`config.mk`:
```
export PLATFORM = sky130hd
export DESIGN_NAME = rx_frame_writer
export DESIGN_NICKNAME = d
export VERILOG_FILES = /design/src/source/rx_types_pkg.sv /design/src/source/rx_frame_writer.sv
export SDC_FILE = /design/constraint.sdc
export NUM_CORES = 1
export LEC_CHECK = 0
export ABC_AREA = 1
export BUFFER_PORTS_ARGS = -buffer_cell sky130_fd_sc_hd__buf_4
export CAP_MARGIN = 0
export CORE_MARGIN = 1
export CORE_UTILIZATION = 40
export DETAILED_ROUTE_END_ITERATION = 8
export PLACE_DENSITY = 0.82
export SYNTH_ARGS = -nofsm -noshare
export SYNTH_HDL_FRONTEND = slang
export SYNTH_SLANG_ARGS = --single-unit
```
`constraint.sdc`:
```
create_clock -name clk -period 4.5 [get_ports clk]
set_clock_uncertainty 0.15 [all_clocks]
set_input_delay 0.45 -clock clk [delete_from_list [all_inputs] [get_ports clk]]
set_output_delay 0.45 -clock clk [all_outputs]
set_load 0.05 [all_outputs]
```
`src/source/rx_types_pkg.sv`:
```
// rx buffer datapath types: frame words, lengths and drain engine index
`default_nettype none

package rx_types_pkg;

    typedef logic [63:0] word_t;    // one frame data word
    typedef logic [15:0] len_t;     // frame length in words
    typedef logic        eng_t;     // drain engine index

endpackage

`default_nettype wire

```
`src/source/rx_frame_writer.sv`:
```
// frame writer: places incoming words in a free slot, commits or drops the frame
`timescale 1ns/1ps
`default_nettype none

module rx_frame_writer import rx_types_pkg::*; #(
    parameter int ADDR_WIDTH = 10
) (
    input  wire logic                  clk,
    input  wire logic                  reset,
    input  wire word_t                 in_data,
    input  wire logic                  in_valid,
    input  wire logic                  in_last,
    output      logic                  claim_wr,
    input  wire logic                  wr_slot_ok,
    input  wire logic                  wr_slot,
    output      logic                  commit,
    output      len_t                  commit_len,
    output      logic                  abort,
    output      logic [ADDR_WIDTH-1:0] wr_addr,
    output      word_t                 wr_data,
    output      logic                  wr_en,
    output      logic                  drop
);

    localparam len_t SLOT_WORDS = len_t'(2 ** (ADDR_WIDTH - 1));

    logic filling;       // frame in progress, slot held
    logic discarding;    // swallowing rest of a dropped frame
    logic cur_slot;
    len_t cnt;           // words written so far
    logic commit_d;      // first commit delay stage
    len_t len_d;
    logic start;
    logic full;

    assign start    = in_valid && !filling && !discarding;    // first word of a frame
    assign claim_wr = start;
    assign full     = (cnt == SLOT_WORDS);
    assign abort    = filling && in_valid && full;             // oversized, give slot back
    assign wr_data  = in_data;

    // slot base plus word count
    always_comb begin
        wr_en   = 1'b0;
        wr_addr = {cur_slot, cnt[ADDR_WIDTH-2:0]};
        if (start) begin
            wr_en   = wr_slot_ok;
            wr_addr = {wr_slot, {(ADDR_WIDTH-1){1'b0}}};
        end else if (filling && in_valid && !full) begin
            wr_en = 1'b1;
        end
    end

    always_ff @(posedge clk) begin
        if (reset) begin
            filling    <= 1'b0;
            discarding <= 1'b0;
            cur_slot   <= 1'b0;
            cnt        <= '0;
            commit_d   <= 1'b0;
            commit     <= 1'b0;
            drop       <= 1'b0;
        end else begin
            drop     <= 1'b0;
            commit_d <= 1'b0;
            commit   <= commit_d;    // 2 cycles after last word, word is in ram by then
            if (start) begin
                if (wr_slot_ok) begin
                    cur_slot <= wr_slot;
                    cnt      <= len_t'(1);
                    filling  <= !in_last;
                    commit_d <= in_last;    // single word frame
                end else begin
                    drop       <= 1'b1;    // no free slot
                    discarding <= !in_last;
                end
            end else if (filling && in_valid) begin
                if (full) begin
                    drop       <= 1'b1;
                    filling    <= 1'b0;
                    discarding <= !in_last;
                end else begin
                    cnt <= cnt + 1'b1;
                    if (in_last) begin
                        filling  <= 1'b0;
                        commit_d <= 1'b1;
                    end
                end
            end else if (discarding && in_valid && in_last) begin
                discarding <= 1'b0;
            end
        end
    end

    // length rides beside the commit delay
    always_ff @(posedge clk) begin
        if (wr_en && in_last) len_d <= start ? len_t'(1) : cnt + 1'b1;
        commit_len <= len_d;
    end

endmodule

`default_nettype wire

```
==> impl_metrics.toml <==
[run_status]
run_status = "finished, violations left"
violations = "design-rule violations"

[synthesis]
syn-cell-area_um2 = 2791
synth.avg_cell_area_um2 = 7.863
synth-edff-count = 16
synth_mux_area_frac = 0
netlist_instances = 355
ys.flop_type = "dfxtp_1"
ys_ff_latch = 54
synthAdderAreaFrac = 0.008965
syn_nets = 427
ys_seq_area_frac = 0.4446
synth_cell_types = 29
synthXorXnorAreaFrac = 0.003138
synth_top_family_by_area = "buffers and inverters"
synth-compound-area-share = 0.05155
ys_warn_count = 0
yosys.area_share.simple = 0.2416
async_flop_share = 0

[sta]
worstMarginPinSlew_ns = 0.5522
whs_ns = 0.1884
setup_violations = 0
relSlewSlack = 0.6310
min_period_ns = 2.590
hold_violations = 0
setup_tns_ns = 0
max_freq_ghz = 0.3861
rsz0062_at_grt = "false"
min_period_over_period = 0.5756
slew_viol_final = 0

[finish]
fin_cells = 411
final_core_util = 0.4061
layout-drive-gt1-share = 0.1782
diodes = 0
synthToLayoutAreaGrowth_pct = -1.703
fin_nets = 402
final_area_um2 = 2744

[grt]
grt_pass1_vias = 1756
antenna_found_initial = 0
grt_max_degree = 19
grt_use_met2 = 0.2378
gr-total-overflow = 0
grt_pass1_wl_um = 8059
grtUsageMet3 = 0.03754
top_usage_layer = "met2"
groute.usage.overall = 0.1390
gr-usage-met1 = 0.1579

[setup_path]
cp.depth = 5
worstSetupEndpointType = "output port"
slowest_stage = "nand2_1"
r2r_start = "filling"
path_buf_inv = 2
r2r_setup_slack_ns = 2.10
path_cells = "nor2_1 > nand2_1 > inv_1 > o21ai_0 > buf_4"
critPathArrivalTime_ns = 1.99
cp_max_fo = 16
path_delay_family = "buffers and inverters"
critPathLaunch = "filling"
crit_end = "wr_addr[9]"
setup.worst_path.class = "reg2out"
critPathRequiredTime_ns = 3.90
startpoint_type = "flop"
reg2regPathDepth = 8
regToRegEndpoint = "len_d[8]"
cp_slowest_stage_delay_ns = 0.41

[floorplanning]
core_um2 = 6756
fp.dieW_um = 85.54
die_y_um = 85.54
core.rowCount = 30
die_area_um2 = 7316
start_util = 0.4131
io_pins = 165

[route]
wl_per_cell_um = 12.01
dr.first_iter.drc_count = 126
vias = 1953
firstDrtPassIters = 6
drt_wl_total_um = 4936
routed_via_density = 4.752
drc_errors = 1
antenna_left = 0

[clock_network]
ctsHoldBuffers = 0
cts_setup_buffers = 0
clock_latency_ns = 0.30
numCtsBuffers = 5
clockRootBuffer = "clkbuf_8"
clk_pin_slew_ns = 0.09
clk_path_buf_depth = 2
cts_max_level = 2
cts_resized = 0
cts_tree = "built"
clock-sinks = 54

[pwr]
seqPwrFrac = 0.544
power.switching_uw = 300.5
ir_worst_vdd_mv = 0.1349
internal-power_uw = 712.6
power_frac_comb = 0.191
leakagePower_uw = 0.001309
clock_power_share = 0.264
netSwitchingFraction = 0.2966
power.density_nw_per_um2 = 369.2

[placed_design]
io_buffer_count = 36
gp_congestion = 0.8128
dpl.hpwl_um = 3674
placed_cell_area_um2 = 2653
dp_cells = 403

[run]
drv_cap = 0

[min_path]
min_path_type = "in2reg"
-- per-stage QoR --
stage	setup WS (ns)	power, µW
after floorplan	1.790	860.9
after global placement	2.061	752.3
after detailed placement	1.997	756.8
after CTS	1.918	1024
after global routing	1.693	1069
final	1.910	1013
-- power by group through the flow --
| stage | registers, µW | logic, µW | clock network [µW] |
|---|---|---|---|
| 3_5_place_dp | 563 | 194 | 0 |
| 2_1_floorplan | 577 | 284 | 0 |
| 4_1_cts | 551 | 195 | 278 |
| 5_1_grt | 555 | 215 | 298 |
| 3_3_place_gp | 562 | 190 | 0 |
| 6_report | 552 | 194 | 268 |
-- worst reg2reg max path, delay by kind of cell, from the launching register on --
kind / cells / cell delay [ns]
AND/OR/NAND/NOR: 5 / 1.06
flip-flops: 1 / 0.33
buffers and inverters: 3 / 0.55
-- Yosys cell counts, types with 2 or more instances --
cell      number  area [µm²]
o21ai_0       12       60.06
buf_6          2       22.52
inv_1         43       161.4
buf_4         64       480.5
o21ai_1        6       30.03
nor2_2         3       18.77
dfxtp_1       38       760.7
nand2_1       53       198.9
nand3_1       21       105.1
edfxtp_1      16       480.5
ha_1           2       25.02
nand3_2        2       20.02
buf_2          2       10.01
nand4_1        4       25.02
a21oi_1        8       40.04
nor2_1        63       236.5
nand2_4        2       22.52
inv_2          3       11.26
-- worst min-delay path by stage --
| stage | to | cells past startpoint | slack (ns) | from |
|---|---|---|---|---|
| 2_1_floorplan | commit_len[0] | 0 | 0.17 | len_d[0] |
| 3_3_place_gp | commit_len[7] | 0 | 0.17 | len_d[7] |
| 3_5_place_dp | commit_len[11] | 0 | 0.18 | len_d[11] |
| 4_1_cts | commit | 2 | 0.18 | reset |
| 5_1_grt | commit_d | 2 | 0.18 | reset |
| 6_report | commit | 2 | 0.19 | reset |
-- cell type report --
| cell class | instances | area, µm² |
|---|---|---|
| clock buffers | 7 | 86.33 |
| clock inverters | 1 | 5.005 |
| fillers | 678 | 4013 |
| inverters | 47 | 181.4 |
| multi-input cells | 185 | 852.1 |
| flip-flops and latches | 54 | 1241 |
| well taps | 80 | 100.1 |
| repair buffers | 37 | 277.8 |
-- cells in the final DEF, fill, tap and decap left out --
cell	count
nor2_1	63
nand2_1	53
inv_1	43
dfxtp_1	38
buf_4	37
nand3_1	21
edfxtp_1	16
o21ai_0	12
a21oi_1	8
o21ai_1	6
clkbuf_8	6
nand4_1	4
inv_2	3
nor2_2	3
nand2_4	2
nand3_2	2
ha_1	2
or2_2	1
nand2_2	1
clkinv_4	1
a31oi_1	1
nor2b_1	1
nor3_2	1
nor2_4	1
xor2_1	1
o211ai_1	1
nand3b_1	1
clkinv_2	1
clkbuf_1	1
-- logic make-up after synthesis --
| kind of cell | after synthesis |
|---|---|
| AOI/OAI and AO/OA | 28 |
| xor gates and xnor gates | 1 |
| adders and majority gates | 2 |
| buffers and inverters | 116 |
| DFF | 54 |
| and+or+nand+nor | 154 |
-- layer usage --
metal	up-vias	share of wire	wire length (µm)
met1	874	0.41	2011
met3	26	0.069	342
met2	67	0.50	2469
met4	0	0.023	112
li1	986	-	-
met5	-	0	0
-- registers in the layout, indices dropped and copies added, names as in the netlist --
signal      cells
filling         1
len_d          16
commit_d        1
cur_slot        1
discarding      1
commit          1
drop            1
cnt            16
commit_len     16
Note: power is estimated with default switching activity, not from simulation.
