--- config.mk ---
export PLATFORM = sky130hd
export DESIGN_NAME = rx_drain_engine_flat
export DESIGN_NICKNAME = d
export VERILOG_FILES = /design/src/source/rx_types_pkg.sv /design/src/source/rx_ctrl_pkg.sv /design/src/source/rd_port_if.sv /design/src/source/rx_drain_engine.sv /design/src/flat_wrapper.sv
export SDC_FILE = /design/constraint.sdc
export NUM_CORES = 1
export LEC_CHECK = 0
export ABC_AREA = 0
export BUFFER_PORTS_ARGS = -buffer_cell sky130_fd_sc_hd__buf_2
export CAP_MARGIN = 20
export CORE_MARGIN = 2
export CORE_UTILIZATION = 47
export DETAILED_ROUTE_END_ITERATION = 10
export PLACE_DENSITY = 0.84
export SKIP_CTS_REPAIR_TIMING = 1
export SKIP_LAST_GASP = 1
export SLEW_MARGIN = 20
export SYNTH_ARGS = -nofsm -noshare
export SYNTH_HDL_FRONTEND = slang
export SYNTH_SLANG_ARGS = --single-unit
--- constraint.sdc ---
create_clock -name clk -period 3.43 [get_ports clk]
set_clock_uncertainty 0.15 [all_clocks]
set_input_delay 0.5145 -clock clk [delete_from_list [all_inputs] [get_ports clk]]
set_output_delay 0.5145 -clock clk [all_outputs]
set_load 0.05 [all_outputs]
--- src/source/rx_types_pkg.sv ---
// rx buffer datapath types: frame words, lengths and drain engine index
`default_nettype none

package rx_types_pkg;

    typedef logic [63:0] word_t;    // one frame data word
    typedef logic [15:0] len_t;     // frame length in words
    typedef logic        eng_t;     // drain engine index

endpackage

`default_nettype wire

--- src/source/rx_ctrl_pkg.sv ---
// rx buffer control encodings for slot and drain engine state machines
`default_nettype none

package rx_ctrl_pkg;

    typedef enum logic [1:0] {SLOT_EMPTY, SLOT_FILLING, SLOT_READY, SLOT_DRAINING} slot_state_t;

    typedef enum logic [1:0] {ENG_IDLE, ENG_CLAIM, ENG_READ, ENG_FINISH} eng_state_t;

endpackage

`default_nettype wire

--- src/source/rd_port_if.sv ---
// read port request channel between one drain engine and the read arbiter
`timescale 1ns/1ps
`default_nettype none

interface rd_port_if import rx_types_pkg::*; #(
    parameter int ADDR_WIDTH = 10
) ();

    logic                  req;     // held until grant
    logic [ADDR_WIDTH-1:0] addr;    // full ram address, msb is the slot
    logic                  grant;   // read accepted this cycle
    word_t                 rdata;
    logic                  rvalid;  // two cycles after grant

    modport requester (output req, output addr,
                       input grant, input rdata, input rvalid);

    modport arbiter (input req, input addr,
                     output grant, output rdata, output rvalid);

endinterface

`default_nettype wire

--- src/source/rx_drain_engine.sv ---
// drain engine: claims a ready slot, reads it through the arbiter and streams it out
`timescale 1ns/1ps
`default_nettype none

module rx_drain_engine import rx_types_pkg::*, rx_ctrl_pkg::*; #(
    parameter int ADDR_WIDTH = 10,
    parameter int ENGINE_ID  = 0
) (
    input  wire logic      clk,
    input  wire logic      reset,
    input  wire logic      frame_avail,
    input  wire logic      frame_slot,
    input  wire len_t      frame_len,
    input  wire eng_t      taken_by,
    output      logic      take,
    output      logic      release_slot,
    rd_port_if.requester   rd,
    output      word_t     out_data,
    output      logic      out_valid,
    output      logic      out_last
);

    eng_state_t state;
    logic       slot_q;     // slot being drained
    len_t       len_q;
    len_t       issued;     // reads granted
    len_t       recv;       // words returned
    logic       last_word;

    assign take         = (state == ENG_IDLE) && frame_avail;
    assign release_slot = (state == ENG_FINISH);    // one cycle after out_last

    // one read per grant until every address went out
    assign rd.req  = (state == ENG_READ) && (issued != len_q);
    assign rd.addr = {slot_q, issued[ADDR_WIDTH-2:0]};

    assign last_word = (recv == len_q - 1'b1);
    assign out_data  = rd.rdata;
    assign out_valid = (state == ENG_READ) && rd.rvalid;
    assign out_last  = out_valid && last_word;

    always_ff @(posedge clk) begin
        if (reset) begin
            state  <= ENG_IDLE;
            issued <= '0;
            recv   <= '0;
        end else begin
            case (state)
                ENG_IDLE: if (frame_avail) state <= ENG_CLAIM;
                ENG_CLAIM: begin
                    issued <= '0;
                    recv   <= '0;
                    // lost the tie to the other engine, try again
                    state  <= (taken_by == eng_t'(ENGINE_ID)) ? ENG_READ : ENG_IDLE;
                end
                ENG_READ: begin
                    if (rd.grant) issued <= issued + 1'b1;
                    if (rd.rvalid) begin
                        recv <= recv + 1'b1;
                        if (last_word) state <= ENG_FINISH;
                    end
                end
                default: state <= ENG_IDLE;    // finish, slot released
            endcase
        end
    end

    // frame info is only valid in the take cycle
    always_ff @(posedge clk) begin
        if (take) begin
            slot_q <= frame_slot;
            len_q  <= frame_len;
        end
    end

endmodule

`default_nettype wire

--- src/flat_wrapper.sv ---
// flat-port wrapper written by rule: the top's interface ports become plain ports
module rx_drain_engine_flat import rx_types_pkg::*, rx_ctrl_pkg::*;
#(
    parameter int ADDR_WIDTH = 10,
    parameter int ENGINE_ID  = 0
)
  (clk, reset, frame_avail, frame_slot, frame_len, taken_by, take, release_slot, out_data, out_valid, out_last, rd_req, rd_addr, rd_grant, rd_rdata, rd_rvalid);
  rd_port_if #(.ADDR_WIDTH(ADDR_WIDTH)) rd_i ();
  input  wire logic clk;
  input  wire logic reset;
  input  wire logic frame_avail;
  input  wire logic frame_slot;
  input  wire len_t frame_len;
  input  wire eng_t taken_by;
  output      logic take;
  output      logic release_slot;
  output      word_t out_data;
  output      logic out_valid;
  output      logic out_last;
  output wire logic [$bits(rd_i.req)-1:0] rd_req;
  output wire logic [$bits(rd_i.addr)-1:0] rd_addr;
  input wire logic [$bits(rd_i.grant)-1:0] rd_grant;
  input wire logic [$bits(rd_i.rdata)-1:0] rd_rdata;
  input wire logic [$bits(rd_i.rvalid)-1:0] rd_rvalid;
  assign rd_req = rd_i.req;
  assign rd_addr = rd_i.addr;
  assign rd_i.grant = rd_grant;
  assign rd_i.rdata = rd_rdata;
  assign rd_i.rvalid = rd_rvalid;
  rx_drain_engine #(.ADDR_WIDTH(ADDR_WIDTH), .ENGINE_ID(ENGINE_ID)) u_core (.clk(clk), .reset(reset), .frame_avail(frame_avail), .frame_slot(frame_slot), .frame_len(frame_len), .taken_by(taken_by), .take(take), .release_slot(release_slot), .rd(rd_i), .out_data(out_data), .out_valid(out_valid), .out_last(out_last));
endmodule
==> results.md <==
* Status: finished, final reports clean
* Total grt overflow at 0
* Cts bufs inserted at 5
* Port buffer count at 37
* Most frequent cells after synthesis: 74 x buf_4, 34 x dfxtp_1, 33 x nor2_1
* EDFF count, synth at 17
* Post-synth ARST share at 0%
* Most frequent cell after synthesis: buf_4
* Area leader, netlist: dfxtp_1
* Mapped Cells at 404
* Starting density of the core at 48.4%
* Num rows at 31
* Placeable Area at 7210 µm²
* Synth unique cells at 51
* DRT Wirelength at 8350 µm
* Cell mode on critical path: mux2i_1
* Final Cycle Share at 96.0%
* Worst path max stage delay at 0.61 ns
* Final setup TNS at 0 ns
* Residual DRC at 0
* Critical path cell sequence: or4_4, nor3_4, mux2i_1, mux2i_1, o21ai_1, nor4b_2, buf_4
* Met1 track demand over resource at 21.2%
* Vias at 2684
* CP startpoint kind: flip-flop
* DP Wirelength at 6700 µm
* Worst-Skew Late Latency at 0.30 ns
* Max VDD drop at 0.262 mV
* #FFs+latches synth at 51
* Tot Pwr at 1.15 mW
* Post-Layout Cell Count at 465
* Syn nets at 494
* Clock tree from TritonCTS: yes
* RSZ-0062 raised after global routing: no
* CTS clk-pin slew, worst paths at 0.09 ns
* CP arrival at 2.63 ns
* Routability Congestion at 1.03
* Lkg Pwr at 1.18 nW
* Mean post-synth cell area at 8.64 µm²
* DR vias/cell at 5.77
* CTS max path bufs at 2
* # placed instances at 457
* Horiz. Die Dim at 90.2 µm
* Final #Nets at 455
* Area growth syn-to-layout at -4.12%
* Largest net degree at the start of global routing at 28
* Setup violations, final at 0
* CP Class: reg2out
* Die height at 90.2 µm
* PwrDens at 345 nW/µm²
* Total GRT Usage at 19.9%
* Top Family by Delay on Critical Path: simple AND/OR/NAND/NOR gates
* CTS root buf: clkbuf_8
* Core Util, Final at 46.4%
* Num ports at 166
* Avg WL per Cell at 18.0 µm
* Vias in the first global route at 2500
* CTS Sinks at 51
* Register area share after synthesis at 34.1%
* Synth Flop Type: dfxtp_1
* First-pass GRT wire length at 12900 µm
* CP Data Required Time at 2.77 ns
* Worst path slowest cell: or4_4
* Routed Antenna Nets at 0
* Worst setup EP type: output pin
* CP max FO at 7
* Period minus WS final at 3.29 ns
* Met3 Usage GRT at 6.04%
* Antenna violations before repair at 0
* Global routing usage on met2 at 35.7%
* 1st-pass router iterations at 4
* MaxCap Viol Count at 0
* DRT iter0 DRCs at 196
* Share of layout cells above drive strength 1 at 18.6%
* Hold Fails Final Rpt at 0
* N_diodes at 0
* Synth area leaders: dfxtp_1 19%, buf_4 16%, edfxtp_1 15%
* Worst-Margin Slew at 0.525 ns
* H-tree levels at 2
* Fmax at 304 MHz
* Die Area at 8130 µm²
* Busiest grt layer: met2
* Yosys top cell area share at 19.5%
* Max_slew headroom at 65.0%
* Type of the tightest min-delay check: in2reg
* Final Slew Violations at 0
* Worst Path Buf+Inv at 1
* Netlist Area Pre-Place at 3490 µm²
* Synth warn at 0
## power breakdown
group	internal [mW]	total, mW	leakage (nW)	switching (mW)
combinational	0.0492	0.125	0.695	0.0754
clock	0.166	0.359	0.0484	0.194
sequential	0.643	0.670	0.437	0.0269
## path summary, 6_finish.rpt
| path | from | endpoint | slack, ns | cells after the start |
|---|---|---|---|---|
| hold / removal | frame_slot | u_core.slot_q | 0.23 | 1 |
| setup reg to reg | u_core.len_q[3] | u_core.state[0] | 1.01 | 6 |
| hold reg to reg | u_core.issued[15] | u_core.issued[15] | 0.37 | 1 |
| setup / recovery | u_core.len_q[3] | out_last | 0.14 | 7 |
## registers in the layout, indices dropped and copies added (netlist names)
name and cells:
u_core.len_q 16, u_core.slot_q 1, u_core.recv 16, u_core.issued 16
u_core.state 2
## cells by family (layout without fill, tap and decap cells)
group	after synthesis	after routing	synth area share (%)
flip-flops	51	51	34.1
buffers and inverters	94	56	18.4
adder cells (fa/ha/maj)	3	3	1.08
AND/OR/NAND/NOR	155	155	24.6
AO/OA/AOI/OAI	51	51	9.03
XOR/XNOR	44	44	11.0
multiplexers	6	6	1.83
## cell usage in the layout, fill, tap and decap left out, drive strengths merged, types with 2 or more instances in the layout
master	n
nand3	20
o21ai	11
and4	4
nor3	10
inv	5
xor2	20
nand2	25
o311ai	2
dfxtp	34
or3	6
and2	5
nand3b	6
nand2b	4
o211ai	6
and3	4
a31oi	2
xnor2	24
clkbuf	7
nand4	11
or4	4
nor3b	4
nand4b	3
nor2b	3
ha	3
a21oi	20
mux2i	3
edfxtp	17
nor2	33
or2	5
mux2	3
nor4	7
buf	43
## cell type report
type / instances / area (µm²)
tap: 99 / 124
multi-input combinational: 259 / 1690
clock inverter: 1 / 8.76
inverter: 5 / 18.8
timing repair buffer: 43 / 233
fill: 693 / 3870
sequential: 51 / 1190
clock buffer: 7 / 86.3
## metal layers
metal	wire [µm]	vias to the layer above
met3	751	33
met5	0	-
met4	329	0
met2	4280	137
li1	-	1263
met1	2990	1251
## per-stage QoR
step	cell area (µm²)	hold WS, ns	worst slack (ns)
floorplan	3500	0.312	0.0951
global placement	3230	0.355	0.398
detailed placement	3230	0.351	0.354
CTS	3320	0.225	0.0289
global route	3350	0.223	0.0116
finish	3350	0.233	0.137
Power figures use the tool's default switching activity.
