`config.mk`:
```
export PLATFORM = sky130hd
export DESIGN_NAME = rd_port_arbiter_flat
export DESIGN_NICKNAME = d
export VERILOG_FILES = /design/src/source/rx_types_pkg.sv /design/src/source/rd_port_if.sv /design/src/source/rd_port_arbiter.sv /design/src/flat_wrapper.sv
export SDC_FILE = /design/constraint.sdc
export NUM_CORES = 1
export LEC_CHECK = 0
export BUFFER_PORTS_ARGS = -buffer_cell sky130_fd_sc_hd__buf_2
export CAP_MARGIN = 0
export CORE_AREA = 2 2 90 92
export CTS_BUF_LIST = sky130_fd_sc_hd__clkbuf_4
export DETAILED_ROUTE_END_ITERATION = 8
export DIE_AREA = 0 0 92 94
export PLACE_DENSITY_LB_ADDON = 0.25
export SETUP_SLACK_MARGIN = 0.05
export SLEW_MARGIN = 10
export SYNTH_ARGS = -nofsm -noshare
export SYNTH_HDL_FRONTEND = slang
export SYNTH_SLANG_ARGS = --single-unit
```
`constraint.sdc`:
```
create_clock -name clk -period 1.4 [get_ports clk]
set_input_delay 0.28 -clock clk [delete_from_list [all_inputs] [get_ports clk]]
set_output_delay 0.28 -clock clk [all_outputs]
set_load 0.01 [all_outputs]
```
`src/source/rx_types_pkg.sv`:
```
// rx buffer datapath types: frame words, lengths and drain engine index
`default_nettype none

package rx_types_pkg;

    typedef logic [63:0] word_t;    // one frame data word
    typedef logic [15:0] len_t;     // frame length in words
    typedef logic        eng_t;     // drain engine index

endpackage

`default_nettype wire

```
`src/source/rd_port_if.sv`:
```
// read port request channel between one drain engine and the read arbiter
`timescale 1ns/1ps
`default_nettype none

interface rd_port_if import rx_types_pkg::*; #(
    parameter int ADDR_WIDTH = 10
) ();

    logic                  req;     // held until grant
    logic [ADDR_WIDTH-1:0] addr;    // full ram address, msb is the slot
    logic                  grant;   // read accepted this cycle
    word_t                 rdata;
    logic                  rvalid;  // two cycles after grant

    modport requester (output req, output addr,
                       input grant, input rdata, input rvalid);

    modport arbiter (input req, input addr,
                     output grant, output rdata, output rvalid);

endinterface

`default_nettype wire

```
`src/source/rd_port_arbiter.sv`:
```
// round-robin arbiter sharing the ram read port between the two drain engines
`timescale 1ns/1ps
`default_nettype none

module rd_port_arbiter import rx_types_pkg::*; #(
    parameter int ADDR_WIDTH = 10
) (
    input  wire logic                  clk,
    input  wire logic                  reset,
    rd_port_if.arbiter                 port_0,
    rd_port_if.arbiter                 port_1,
    output      logic [ADDR_WIDTH-1:0] rd_addr,
    input  wire word_t                 rd_data
);

    eng_t       last_win;    // winner of the previous grant
    logic       gnt_0;
    logic       gnt_1;
    logic [1:0] vld_q;       // read in flight, stage 1 and 2
    eng_t       win_q [2];   // winner beside each ram read register

    ////////////////////////////////////////////////////////////////////////////
    // grant, engine 0 wins unless it won last time and 1 is waiting
    assign gnt_0 = port_0.req && (!port_1.req || last_win == eng_t'(1));
    assign gnt_1 = port_1.req && !gnt_0;

    assign port_0.grant = gnt_0;
    assign port_1.grant = gnt_1;
    assign rd_addr      = gnt_1 ? port_1.addr : port_0.addr;

    ////////////////////////////////////////////////////////////////////////////
    // return path, data is common and rvalid steers it
    assign port_0.rdata  = rd_data;
    assign port_1.rdata  = rd_data;
    assign port_0.rvalid = vld_q[1] && (win_q[1] == eng_t'(0));
    assign port_1.rvalid = vld_q[1] && (win_q[1] == eng_t'(1));

    always_ff @(posedge clk) begin
        if (reset) begin
            last_win <= eng_t'(1);    // engine 0 first after reset
            vld_q    <= 2'b00;
            win_q[0] <= eng_t'(0);
            win_q[1] <= eng_t'(0);
        end else begin
            if (gnt_0 || gnt_1) last_win <= eng_t'(gnt_1);
            vld_q    <= {vld_q[0], gnt_0 || gnt_1};
            win_q[0] <= eng_t'(gnt_1);
            win_q[1] <= win_q[0];
        end
    end

endmodule

`default_nettype wire

```
`src/flat_wrapper.sv`:
```
// flat-port wrapper written by rule: the top's interface ports become plain ports
module rd_port_arbiter_flat import rx_types_pkg::*;
#(
    parameter int ADDR_WIDTH = 10
)
  (clk, reset, rd_addr, rd_data, port_0_req, port_0_addr, port_0_grant, port_0_rdata, port_0_rvalid, port_1_req, port_1_addr, port_1_grant, port_1_rdata, port_1_rvalid);
  rd_port_if #(.ADDR_WIDTH(ADDR_WIDTH)) port_0_i ();
  rd_port_if #(.ADDR_WIDTH(ADDR_WIDTH)) port_1_i ();
  input  wire logic clk;
  input  wire logic reset;
  output      logic [ADDR_WIDTH-1:0] rd_addr;
  input  wire word_t rd_data;
  input wire logic [$bits(port_0_i.req)-1:0] port_0_req;
  input wire logic [$bits(port_0_i.addr)-1:0] port_0_addr;
  output wire logic [$bits(port_0_i.grant)-1:0] port_0_grant;
  output wire logic [$bits(port_0_i.rdata)-1:0] port_0_rdata;
  output wire logic [$bits(port_0_i.rvalid)-1:0] port_0_rvalid;
  input wire logic [$bits(port_1_i.req)-1:0] port_1_req;
  input wire logic [$bits(port_1_i.addr)-1:0] port_1_addr;
  output wire logic [$bits(port_1_i.grant)-1:0] port_1_grant;
  output wire logic [$bits(port_1_i.rdata)-1:0] port_1_rdata;
  output wire logic [$bits(port_1_i.rvalid)-1:0] port_1_rvalid;
  assign port_0_i.req = port_0_req;
  assign port_0_i.addr = port_0_addr;
  assign port_0_grant = port_0_i.grant;
  assign port_0_rdata = port_0_i.rdata;
  assign port_0_rvalid = port_0_i.rvalid;
  assign port_1_i.req = port_1_req;
  assign port_1_i.addr = port_1_addr;
  assign port_1_grant = port_1_i.grant;
  assign port_1_rdata = port_1_i.rdata;
  assign port_1_rvalid = port_1_i.rvalid;
  rd_port_arbiter #(.ADDR_WIDTH(ADDR_WIDTH)) u_core (.clk(clk), .reset(reset), .port_0(port_0_i), .port_1(port_1_i), .rd_addr(rd_addr), .rd_data(rd_data));
endmodule
```
==> flow_results.org <==
** Status
- The flow ran to the end, but the final reports show violations.
- The checks that failed: setup timing.

** Placement
- Summing all placed instances gives a cell area of 684.4 µm².
- The HPWL after detailed placement is between 1500 and 2000 µm.
- The count of buffers added on input and output ports is 37.
- GP Congestion :: approximately 0.65
- Placed instance count :: approximately 170

** STA
- The worst path uses 115.2% of the clock period.
- Based on the critical path, the design can be clocked at up to 619.8 MHz.
- At the pin with the least slew margin, the transition time is 164.9 ps.
- Hold Vio Cnt, Final :: 0
- Final Setup Violations :: 10
- Clock tree skew after final layout :: 1.106 ps
- After layout, the worst setup slack is -213.3 ps.
- Setup repair after global routing missed its margin :: true
- Total Neg Setup Slack :: -2027 ps
- The tightest hold path in the finished design has a slack of 305.0 ps.
- Max-slew headroom at the worst pin :: about 89%
- The final count of pins violating max slew is 0.
- The worst path in the final design needs a cycle of roughly 1600 ps, including I/O delays and setup.

** Yosys
- The synthesized design spends more area on one cell type than any other, namely sky130_fd_sc_hd__buf_4.
- The synthesized design devotes to its leading area cell type 73.35% of total area.
- Synthesis produced a netlist with a net count of between 200 and 250.
- Avg Inst Size Synth :: ~8.3 µm²
- For this run, the leading register cell type out of synthesis is sky130_fd_sc_hd__dfxtp_1.
- Counting flops with an async set or reset pin after synthesis yields a share of 0%.
- Number of enable flip-flop cells after synthesis :: 0
- During synthesis, Yosys emitted a total of 0 warnings.
- After synthesis, the cell types taking the most area are sky130_fd_sc_hd__buf_4 (73%), sky130_fd_sc_hd__mux2_4 (9.2%), sky130_fd_sc_hd__dfxtp_1 (7.6%).
- Counting every instance in the synthesized netlist gives 157.
- Sequential-to-total area share from yosys stat :: ~7.6%
- Most frequently used cell type in the post-synthesis netlist :: sky130_fd_sc_hd__buf_4
- Synth cell types :: 14
- Top cells by count, synth :: sky130_fd_sc_hd__buf_4 (128), sky130_fd_sc_hd__mux2_4 (8), sky130_fd_sc_hd__dfxtp_1 (5), sky130_fd_sc_hd__nor2b_1 (4)
- Post-synthesis sequential element count :: 5
- After synthesis the cells add up to around 1300 µm².

** Pwr
- Worst vdd rail ir drop :: 195.4 µV
- Reported leakage power :: approximately 0.00038 µW
- Dividing total power by cell area gives a power density of between 600 and 700 nW/µm².

** Final layout
- Counting the fill cells in the layout gives roughly 900.
- Design Area, Final :: 804.5 µm²
- # nets final :: around 160
- Number of antenna cells inserted :: 0
- Of the cells placed in the final design, the portion with a size suffix greater than 1 is 79.73%.
- Measured on the finished design, the core utilization comes to between 10% and 20%.
- Final cell count without fillers :: 176
- Compared with the post-synthesis result, the final layout area differs by -38.59%.

** Clocking
- TritonCTS built the clock tree.
- The tree built by TritonCTS fans out to 5 sinks.
- The number of clock buffers added by TritonCTS is 3.
- Clock-pin slew was measured on the worst setup and hold paths at 50 ps.
- In this run the number of H-tree levels came out at 1.
- Clock network latency to the later pin of the worst-skew pair :: ~240 ps
- Number of buffers on the longest clock path :: 2
- The tree is rooted in a sky130_fd_sc_hd__clkbuf_4.
- In this run, post-CTS hold repair placed 0 buffers.

** Setup path
- The worst setup path is launched from a register.
- Maximum fanout along the worst path :: 10
- Launching instance or port of the critical path :: u_core.last_win
- The worst register-to-register path begins at u_core.last_win.
- Data required time at the worst endpoint :: around 1100 ps
- Data on the critical path arrives at its endpoint at ~1300 ps.
- STA classifies the critical path endpoint as a primary output.
- The setup path with the least slack is of type reg2out.

** Global routing
- The number of global-route vias before repair was 469.
- Global routing used between 4 and 5% of the available tracks.
- The first global-routing pass estimated between 2000 and 3000 µm of wire.
- The total overflow left after global routing is 0.
- Initial antenna violation count :: 0
- Pin count of the biggest net entering global routing :: 11

** Routing
- DRC Markers :: 0
- For this block, the initial DRC count from the detailed router was 14.
- Dividing the detail-routed via count by the number of cells gives roughly 2.5.
- For this block, the via count after detailed routing is about 440.
- The detail route stage leaves a number of antenna-violating nets equal to 0.
- After detailed routing, the average wire length per cell comes to ~11 µm.
- Before antenna repair, the detailed router went through 3 iterations.
- Final routed wirelength across all metal layers :: 2010 µm

** Floorplanning
- In this run the core area contains 32 standard-cell rows.
- Width of the die :: around 92 µm
- The floorplan step set the die height to ~94 µm.
- Die area :: around 8600 µm²
- In this run the standard cell core region covers 7607 µm².
- For this design the top-level I/O count stands at 230.
- Once the floorplan was initialized, standard cells occupied about 17% of the core.

** Worst hold path
- The worst hold path begins at reset.
- In this run the worst hold path is classified as in2reg.

** Run
- The tool flagged a number of max-cap violations equal to 0.
## repair_timing
action | in CTS | in global routing
buffers inserted | 0 | 1
endpoints found under the setup margin | 11 | 12
resized for setup | 10 | 6
pin swaps | 1 | 1
## flip-flops by register name, indices dropped and copies added, names as in the netlist
register	cells
u_core.win_q	2
u_core.vld_q	2
u_core.last_win	1
## power breakdown
| group | internal, µW | total [µW] | switching [µW] |
|---|---|---|---|
| logic | 139 | 214 | 75.7 |
| clock network | 127 | 190 | 62.3 |
| registers | 151 | 155 | 3.94 |
## logic make-up after synthesis
kind of cell | synth area share (%)
muxes | 10.89
DFF | 7.641
AOI/OAI and AO/OA | 2.579
buffers and inverters | 75.17
and+or+nand+nor | 3.725
## metal layers
metal / vias up / track usage (%) / part of all wire (%)
met5: - / 0 / 0
li1: 187 / - / -
met3: 45 / 3.371 / 19
met1: 166 / 3.193 / 28
met2: 46 / 4.289 / 38
met4: 0 / 7.587 / 15
## metrics by stage
step / total power [µW] / setup slack (ps)
detailed placement: 328.5 / -87.30
floorplan: 622.6 / 136.5
finish: 559.2 / -213.3
CTS: 553.6 / -227.2
global placement: 329.2 / -73.55
global route: 593.9 / -262.4
## layout make-up
| cell class | count | area [µm²] | area share (%) |
|---|---|---|---|
| Timing Repair Buffer | 42 | 305.3 | 37.95 |
| Tap cell | 102 | 127.6 | 15.86 |
| Multi-Input combinational cell | 22 | 236.5 | 29.39 |
| Sequential cell | 5 | 101.3 | 12.60 |
| Clock buffer | 4 | 30.03 | 3.733 |
| Inverter | 1 | 3.754 | 0.4666 |
## worst max-delay path: stages, from the launching register on
cell                       delay [ps]
sky130_fd_sc_hd__dfxtp_2          330
sky130_fd_sc_hd__a21boi_4         170
sky130_fd_sc_hd__buf_12           160
sky130_fd_sc_hd__mux2_4           310
sky130_fd_sc_hd__buf_6            120
## cell usage in the layout, fill, tap and decap left out
cell                       synthesis  final
sky130_fd_sc_hd__a21o_1            1      1
sky130_fd_sc_hd__and2_1            1      1
sky130_fd_sc_hd__mux2_4            8     10
sky130_fd_sc_hd__a21boi_4          1      1
sky130_fd_sc_hd__buf_4           128      2
sky130_fd_sc_hd__buf_12            1      1
sky130_fd_sc_hd__nand2_1           1      1
sky130_fd_sc_hd__nor2b_1           4      4
sky130_fd_sc_hd__inv_1             1      1
sky130_fd_sc_hd__dfxtp_2           0      1
sky130_fd_sc_hd__dfxtp_1           5      4
sky130_fd_sc_hd__nor2_1            2      2
sky130_fd_sc_hd__or2_1             1      1
sky130_fd_sc_hd__a21boi_2          0      1
sky130_fd_sc_hd__clkbuf_4          0      4
sky130_fd_sc_hd__buf_6             0     12
sky130_fd_sc_hd__buf_2             0     27
## path summary, 6_finish.rpt
kind	slack (ps)	depth (start not counted)	to
max	-210	4	rd_addr[5]
min	310	2	u_core.win_q[0][1]
max reg2reg	350	4	u_core.last_win
min reg2reg	440	1	u_core.win_q[0][1]
Note: power is estimated with default switching activity, not from simulation.
