==> src/source/rx_types_pkg.sv <==
// rx buffer datapath types: frame words, lengths and drain engine index
`default_nettype none

package rx_types_pkg;

    typedef logic [63:0] word_t;    // one frame data word
    typedef logic [15:0] len_t;     // frame length in words
    typedef logic        eng_t;     // drain engine index

endpackage

`default_nettype wire

==> src/source/rx_ctrl_pkg.sv <==
// rx buffer control encodings for slot and drain engine state machines
`default_nettype none

package rx_ctrl_pkg;

    typedef enum logic [1:0] {SLOT_EMPTY, SLOT_FILLING, SLOT_READY, SLOT_DRAINING} slot_state_t;

    typedef enum logic [1:0] {ENG_IDLE, ENG_CLAIM, ENG_READ, ENG_FINISH} eng_state_t;

endpackage

`default_nettype wire

==> src/source/rx_slot_manager.sv <==
// slot manager: state and length of both slots, hands ready frames out oldest first
`timescale 1ns/1ps
`default_nettype none

module rx_slot_manager import rx_types_pkg::*, rx_ctrl_pkg::*; #(
    parameter int ADDR_WIDTH = 10
) (
    input  wire logic clk,
    input  wire logic reset,
    input  wire logic claim_wr,
    output      logic wr_slot_ok,
    output      logic wr_slot,
    input  wire logic commit,
    input  wire len_t commit_len,
    input  wire logic abort,
    output      logic frame_avail,
    output      logic frame_slot,
    output      len_t frame_len,
    input  wire logic take_0,
    input  wire logic take_1,
    input  wire logic release_0,
    input  wire logic release_1,
    output      eng_t taken_by
);

    slot_state_t           state [2];
    logic [ADDR_WIDTH-1:0] len_q [2];    // a full slot needs ADDR_WIDTH bits
    logic                  held  [2];    // slot held by each engine
    logic                  oldest;       // ready slot committed first
    logic                  last_claim;   // slot the writer claimed most recently
    logic                  commit_slot;
    logic                  take_any;

    assign wr_slot_ok = (state[0] == SLOT_EMPTY) || (state[1] == SLOT_EMPTY);
    assign wr_slot    = (state[0] != SLOT_EMPTY);    // lowest empty slot

    // two filling slots means the older claim is the one finishing
    assign commit_slot = (state[0] == SLOT_FILLING && state[1] == SLOT_FILLING) ?
                         !last_claim : (state[1] == SLOT_FILLING);

    assign frame_avail = (state[0] == SLOT_READY) || (state[1] == SLOT_READY);
    assign frame_slot  = (state[0] == SLOT_READY && state[1] == SLOT_READY) ?
                         oldest : (state[1] == SLOT_READY);
    assign frame_len   = len_t'(len_q[frame_slot]);
    assign take_any    = frame_avail && (take_0 || take_1);    // engine 0 wins a tie

    always_ff @(posedge clk) begin
        if (reset) begin
            state[0]   <= SLOT_EMPTY;
            state[1]   <= SLOT_EMPTY;
            oldest     <= 1'b0;
            last_claim <= 1'b0;
            taken_by   <= eng_t'(0);
        end else begin
            if (claim_wr && wr_slot_ok) begin
                state[wr_slot] <= SLOT_FILLING;
                last_claim     <= wr_slot;
            end
            if (commit) begin
                state[commit_slot] <= SLOT_READY;
                if (state[!commit_slot] != SLOT_READY) oldest <= commit_slot;
            end
            if (abort) state[last_claim] <= SLOT_EMPTY;    // oversized frame
            if (take_any) begin
                state[frame_slot] <= SLOT_DRAINING;
                taken_by          <= take_0 ? eng_t'(0) : eng_t'(1);
            end
            if (release_0) state[held[0]] <= SLOT_EMPTY;
            if (release_1) state[held[1]] <= SLOT_EMPTY;
        end
    end

    always_ff @(posedge clk) begin
        if (commit) len_q[commit_slot] <= commit_len[ADDR_WIDTH-1:0];
        if (take_any) held[take_0 ? 0 : 1] <= frame_slot;
    end

endmodule

`default_nettype wire

==> config.mk <==
export PLATFORM = sky130hd
export DESIGN_NAME = rx_slot_manager
export DESIGN_NICKNAME = d
export VERILOG_FILES = /design/src/source/rx_types_pkg.sv /design/src/source/rx_ctrl_pkg.sv /design/src/source/rx_slot_manager.sv
export SDC_FILE = /design/constraint.sdc
export NUM_CORES = 1
export LEC_CHECK = 0
export ABC_CLOCK_PERIOD_IN_PS = 1600
export BUFFER_PORTS_ARGS = -buffer_cell sky130_fd_sc_hd__buf_2
export CORE_MARGIN = 8
export CORE_UTILIZATION = 40
export CTS_CLUSTER_SIZE = 25
export DETAILED_ROUTE_END_ITERATION = 12
export GPL_TIMING_DRIVEN = 0
export PLACE_DENSITY = 0.66
export SYNTH_ARGS = -nofsm -noshare
export SYNTH_HDL_FRONTEND = slang
export SYNTH_SLANG_ARGS = --single-unit
==> constraint.sdc <==
create_clock -name clk -period 1.6 [get_ports clk]
set_input_delay 0.16 -clock clk [delete_from_list [all_inputs] [get_ports clk]]
set_output_delay 0.16 -clock clk [all_outputs]
set_load 0.01 [all_outputs]
==> results.toml, run 1 <==
[timing]
timing.fmax_mhz = 576
final.setup.tns_ns = -1.27
rsz0062_at_grt = "yes"
clock_skew_ns = 0.00932
fin_crit_sh_pct = 108
finalSetupViolations = 10
drv_slew = 0
final.min_clock_period_ns = 1.74
hold_viol = 0
layout_setup_ws_ns = -0.135

[placement]
place.gp.congestion = 0.845
post-place-ws_ns = -0.0148
dp.cells = 177
io_buffers = 32
hpwl_mm = 1.93

[logic_synthesis]
synth_top_area_cell = "edfxtp_1"
synth_area_per_cell_um2 = 13.6
seq_area_frac_synth_pct = 61.4
synth_top_area_share_pct = 50.7
ys_warn_count = 0
synth.distinct_cells = 31
synth_area_leaders = "edfxtp_1, dfxtp_1, mux2_4"
synth_area_um2 = 1300
netlist_instances = 96
ys_ff_latch = 29

[run_status]
violations = "setup timing"
status = "finished with violations"

[die]
rows = 20
initial_utilization_pct = 42.4
dieArea_um2 = 5340
ios = 46
die_width_um = 73.1
core_um2 = 3080
die_h_um = 73.1

[run]
max-cap-violations = 0

[global_route]
grt-ovfl-total = 0
antenna_found_initial = 0
grt_max_degree = 14
grt_pass1_wl_mm = 4.56
grt.total_usage_pct = 11.5
first_global_vias = 983

[routing]
routed_via_density = 4.69
vias = 943
drtAntennaViolNets = 0
avgRoutedWirePerCell_um = 14.5
drt-pass1-iter-count = 4
drc = 0
drtIter0Drc = 30
totalWireLength_mm = 2.92

[finish]
stdcell_count = 201
antennaDiodeCount = 0
drive_gt1_share_pct = 52.2
syn_to_final_growth_pct = 42.0
final_core_util_pct = 60.2
nets = 181

[clocking]
cts-buffers-inserted = 5
cts_max_path_buffers = 2
clk_pin_slew_ns = 0.09
clockRootBuffer = "clkbuf_4"
cts.sinks = 29
cts_tree = "done"
clk-insertion-delay-late_ns = 0.33
cts_max_level = 2

[worst_setup_path]
rr_startpoint = "state[1][0]"
rrSetupSlack_ns = 0.15
startpoint_type = "flip-flop"
crit_required_ns = 1.44
cp.arrival_ns = 1.58
crit_path_end_kind = "output port"
worstPathMaxFanout = 3
r2r_end = "oldest"
critPathKind = "reg2out"
worstRegToRegCells = 5

[power_and_ir_drop]
p_leak_nw = 0.799
ir_worst_vdd_v = 0.000470
power_density_nw_per_um2 = 1030

[min_path]
min-delay-start = "commit_len[0]"
whs_path_depth = 1
hp-class = "in2reg"
min_to = "len_q[1][0]"
-- kinds of logic (layout without fill, tap and decap cells) --
family | count (synthesis) | in the layout | synth area share [%]
other cells | 1 | 6 | 0.288
mux | 10 | 10 | 10.9
simple gates | 25 | 25 | 11.9
buf+inv | 12 | 68 | 5.76
compound gates | 19 | 19 | 9.69
flops | 29 | 29 | 61.4
-- cells in the mapped netlist --
| library cell | instances |
|---|---|
| edfxtp_1 | 22 |
| a21oi_1 | 8 |
| mux2_4 | 8 |
| dfxtp_1 | 7 |
| nor2_1 | 7 |
| buf_4 | 6 |
| inv_1 | 4 |
| nand2_1 | 3 |
| o21ai_0 | 3 |
| mux2_2 | 2 |
| nand2b_1 | 2 |
| nand2b_4 | 2 |
| nor2b_1 | 2 |
| nor3_1 | 2 |
| o211ai_1 | 2 |
| a211oi_1 | 1 |
| a21bo_2 | 1 |
| a21boi_0 | 1 |
| a22oi_1 | 1 |
| and2_4 | 1 |
| and2b_4 | 1 |
| and3_1 | 1 |
| buf_6 | 1 |
| clkbuf_1 | 1 |
| conb_1 | 1 |
| nand3_1 | 1 |
| nand3_2 | 1 |
| nand3b_1 | 1 |
| nor3b_1 | 1 |
| o21ai_4 | 1 |
| o31ai_1 | 1 |
-- final cells by class --
type,count,area (um2)
Timing Repair Buffer,49,368
Tap cell,44,55.1
Inverter,4,21.3
Clock buffer,5,37.5
Buffer,7,48.8
Multi-Input combinational cell,60,448
Clock inverter,3,65.1
Sequential cell,29,808
Fill cell,261,1230
-- power by group --
part | switching, mW | leakage [nW] | internal (mW)
Sequential | 0.0190 | 0.266 | 0.856
Combinational | 0.136 | 0.478 | 0.158
Clock | 0.257 | 0.0552 | 0.484
-- timing repair --
item / 4_1_cts / 5_1_grt
pin swaps: 1 / 1
buffers inserted: 9 / 4
gates cloned: 1 / 0
gates resized for setup: 23 / 2
hold endpoints to repair: 5 / 4
endpoints found under the setup margin: 12 / 11
hold buffers: 3 / 2
-- how the worst max path moves through the flow --
stage	from	end	slack, ns	cells past startpoint
4_1_cts	state[0][0]	frame_len[2]	-0.23	6
2_1_floorplan	state[0][0]	frame_len[1]	0.31	4
5_1_grt	state[0][0]	frame_len[2]	-0.19	5
3_5_place_dp	state[1][0]	oldest	-0.01	4
6_report	state[0][0]	frame_len[9]	-0.14	5
3_3_place_gp	state[1][0]	oldest	0.08	4
-- layer usage --
metal  GRT usage (%)  part of all wire [%]  vias to the layer above
met3            5.49                   9.4                        7
met2            19.7                    49                       38
met4            4.67                   2.2                        0
met1            11.7                    39                      445
met5               0                     0                        -
li1                -                     -                      453
-- layout by cell type (no fill, tap or decap), types with 2 or more instances in the layout --
cell and instances:
a21oi_1 8, buf_2 23, buf_4 15, buf_6 12, bufinv_16 2, clkbuf_4 5, conb_1 6, dfxtp_1 3
dfxtp_2 3, dlygate4sd3_1 5, edfxtp_1 22, inv_1 2, mux2_2 2, mux2_4 8, nand2_1 3, nand2b_1 2
nand2b_4 2, nor2_1 7, nor2b_1 2, nor3_1 2, o211ai_1 2, o21ai_0 3
-- registers in the layout, summed over array words and instances (netlist names) --
signal	count
state	4
taken_by	1
len_q	20
oldest	1
last_claim	1
held	2
-- per-stage QoR --
stage | power (mW) | instance area (um2) | hold WS, ns
3_5_place_dp | 1.12 | 1540 | 0.352
6_report | 1.91 | 1850 | 0.0214
4_1_cts | 1.92 | 1850 | 0.000516
3_3_place_gp | 1.11 | 1540 | 0.350
2_1_floorplan | 1.04 | 1320 | 0.257
5_1_grt | 1.99 | 1850 | 0.000489
-- critical path, cell delays in order (launching register included) --
cell and delay (ns):
dfxtp_2 0.33, nand2b_4 0.15, o21ai_4 0.17, buf_4 0.14, mux2_2 0.32, buf_2 0.14
No activity file was read; power rests on OpenSTA's default activity.
==> run 2, diff against run 1 <==
ABC_CLOCK_PERIOD_IN_PS = 1900   (was 1600)
clock period = 1.9 ns   (was 1.6 ns; I/O delays follow)
==> run 2 against run 1 <==
The flow now finishes without violations. Count of clock-buffer cells in the layout unchanged. Utilization down 6.0 points. Sequential power down 16%. Sequential share of layout area up 4.5 points. Non-clock buffer count down 14. Largest power group unchanged. Critical endpoint is now frame_len[5].
==> results.toml, run 2 (same netlist as run 1, synthesis figures left out) <==
[run_status]
status = "finished clean"

[routing]
drtIter0Drc = 37
drt-pass1-iter-count = 4
drc = 0
vias = 872
totalWireLength_mm = 2.60
drtAntennaViolNets = 0
avgRoutedWirePerCell_um = 13.9
routed_via_density = 4.66

[worst_setup_path]
crit_path_end_kind = "output port"
crit_required_ns = 1.71
critPathKind = "reg2out"
cp.arrival_ns = 1.64
startpoint_type = "flip-flop"
worstPathMaxFanout = 9

[min_path]
hp-class = "in2reg"

[power_and_ir_drop]
power_density_nw_per_um2 = 935
p_leak_nw = 0.724
p_total_mw = 1.56
ir_worst_vdd_v = 0.000387

[finish]
syn_to_final_growth_pct = 27.8
stdcell_area_um2 = 1670
largest_reg_flops = 20
drive_gt1_share_pct = 47.6
antennaDiodeCount = 0
ff_latch_area_um2 = 803
multi_input_area_um2 = 447
n_fill_cell = 276
layout_common_cells = "buf_2, edfxtp_1, mux2_4, a21oi_1, buf_4"
largest-register = "len_q"
reg.largest.list = "len_q x20, state x4, held x2"
final_common_cell = "buf_2"
nets = 167

[timing]
finalSetupViolations = 0
timing.fmax_mhz = 545
final.min_clock_period_ns = 1.83
rsz0062_at_grt = "no"
hold_viol = 0
max-slew-margin-rel_pct = 59.8
final.setup.tns_ns = 0
clock_skew_ns = 0.0154
fin_crit_sh_pct = 96.5
tightest_slew_ns = 0.604
drv_slew = 0

[global_route]
grt_max_degree = 14
grt.total_usage_pct = 10.0
first_global_vias = 874
grt-ovfl-total = 0
grt_pass1_wl_mm = 3.95
antenna_found_initial = 0

[placement]
dpl-instance-area_um2 = 1540
hpwl_mm = 1.93
place.gp.congestion = 0.845
io_buffers = 32

[clocking]
cts.sinks = 29
cts_tree = "done"
cts_max_level = 2
cts_max_path_buffers = 2
cts-buffers-inserted = 5
clk-insertion-delay-late_ns = 0.34
cts_hold_buf = 0
clk_pin_slew_ns = 0.10
clockRootBuffer = "clkbuf_4"

[die]
die_width_um = 73.1
initial_utilization_pct = 42.4
ios = 46
core_um2 = 3080
rows = 20
dieArea_um2 = 5340
die_h_um = 73.1

[run]
max-cap-violations = 0
## run 2: repair_timing
| item | CTS | global route |
|---|---|---|
| setup buffers | 0 | 2 |
| pin swaps | 0 | 1 |
| endpoints found under the setup margin | 8 | 8 |
| hold endpoints to repair | 0 | 0 |
| gates cloned | 0 | 0 |
| resized for setup | 2 | 2 |
## run 2: path summary, 6_finish.rpt
path,startpoint,to,slack (ns),cells past startpoint
setup / recovery,state[0][0],frame_len[5],0.07,5
hold / removal,commit_len[1],len_q[1][1],0.04,1
setup reg to reg,state[1][0],oldest,0.25,4
hold reg to reg,taken_by,taken_by,0.51,2
## run 2: power breakdown
group	total, mW	switching [mW]	internal (mW)
combinational	0.193	0.0987	0.0941
sequential	0.739	0.0188	0.720
clock	0.626	0.218	0.407
## run 2: final cells by class
| type | instances | share of cell area [%] |
|---|---|---|
| timing repair buffer | 34 | 10.5 |
| buffer | 8 | 4.13 |
| tap | 44 | 3.30 |
| inverter | 4 | 0.901 |
| multi-input combinational | 60 | 26.8 |
| clock buffer | 5 | 2.25 |
| clock inverter | 3 | 3.90 |
| sequential | 29 | 48.2 |
## run 2: worst max-delay path, cell delays in order, from the launching register on
cell and delay (ns):
dfxtp_2 0.35, nand2b_4 0.17, o21ai_4 0.19, buf_12 0.16, mux2_4 0.29, buf_2 0.14
## run 2: routing by layer
metal	share of wire, %	up-vias	global-route usage [%]	wire [um]
li1	-	427	-	-
met1	41	402	10.3	1070
met2	47	38	16.1	1230
met3	9.5	5	5.77	246
met4	1.9	0	4.67	50
met5	0	-	0	0
## run 2: stage by stage
stage	utilization [%]	hold WS [ns]	setup WS (ns)	instances
finish	54.1	0.0372	0.0666	187
CTS	53.5	0.0240	0.000323	185
global route	54.1	0.0142	0.00660	187
global placement	50.0	0.380	0.376	177
floorplan	-	0.287	0.580	101
detailed placement	50.0	0.382	0.285	177
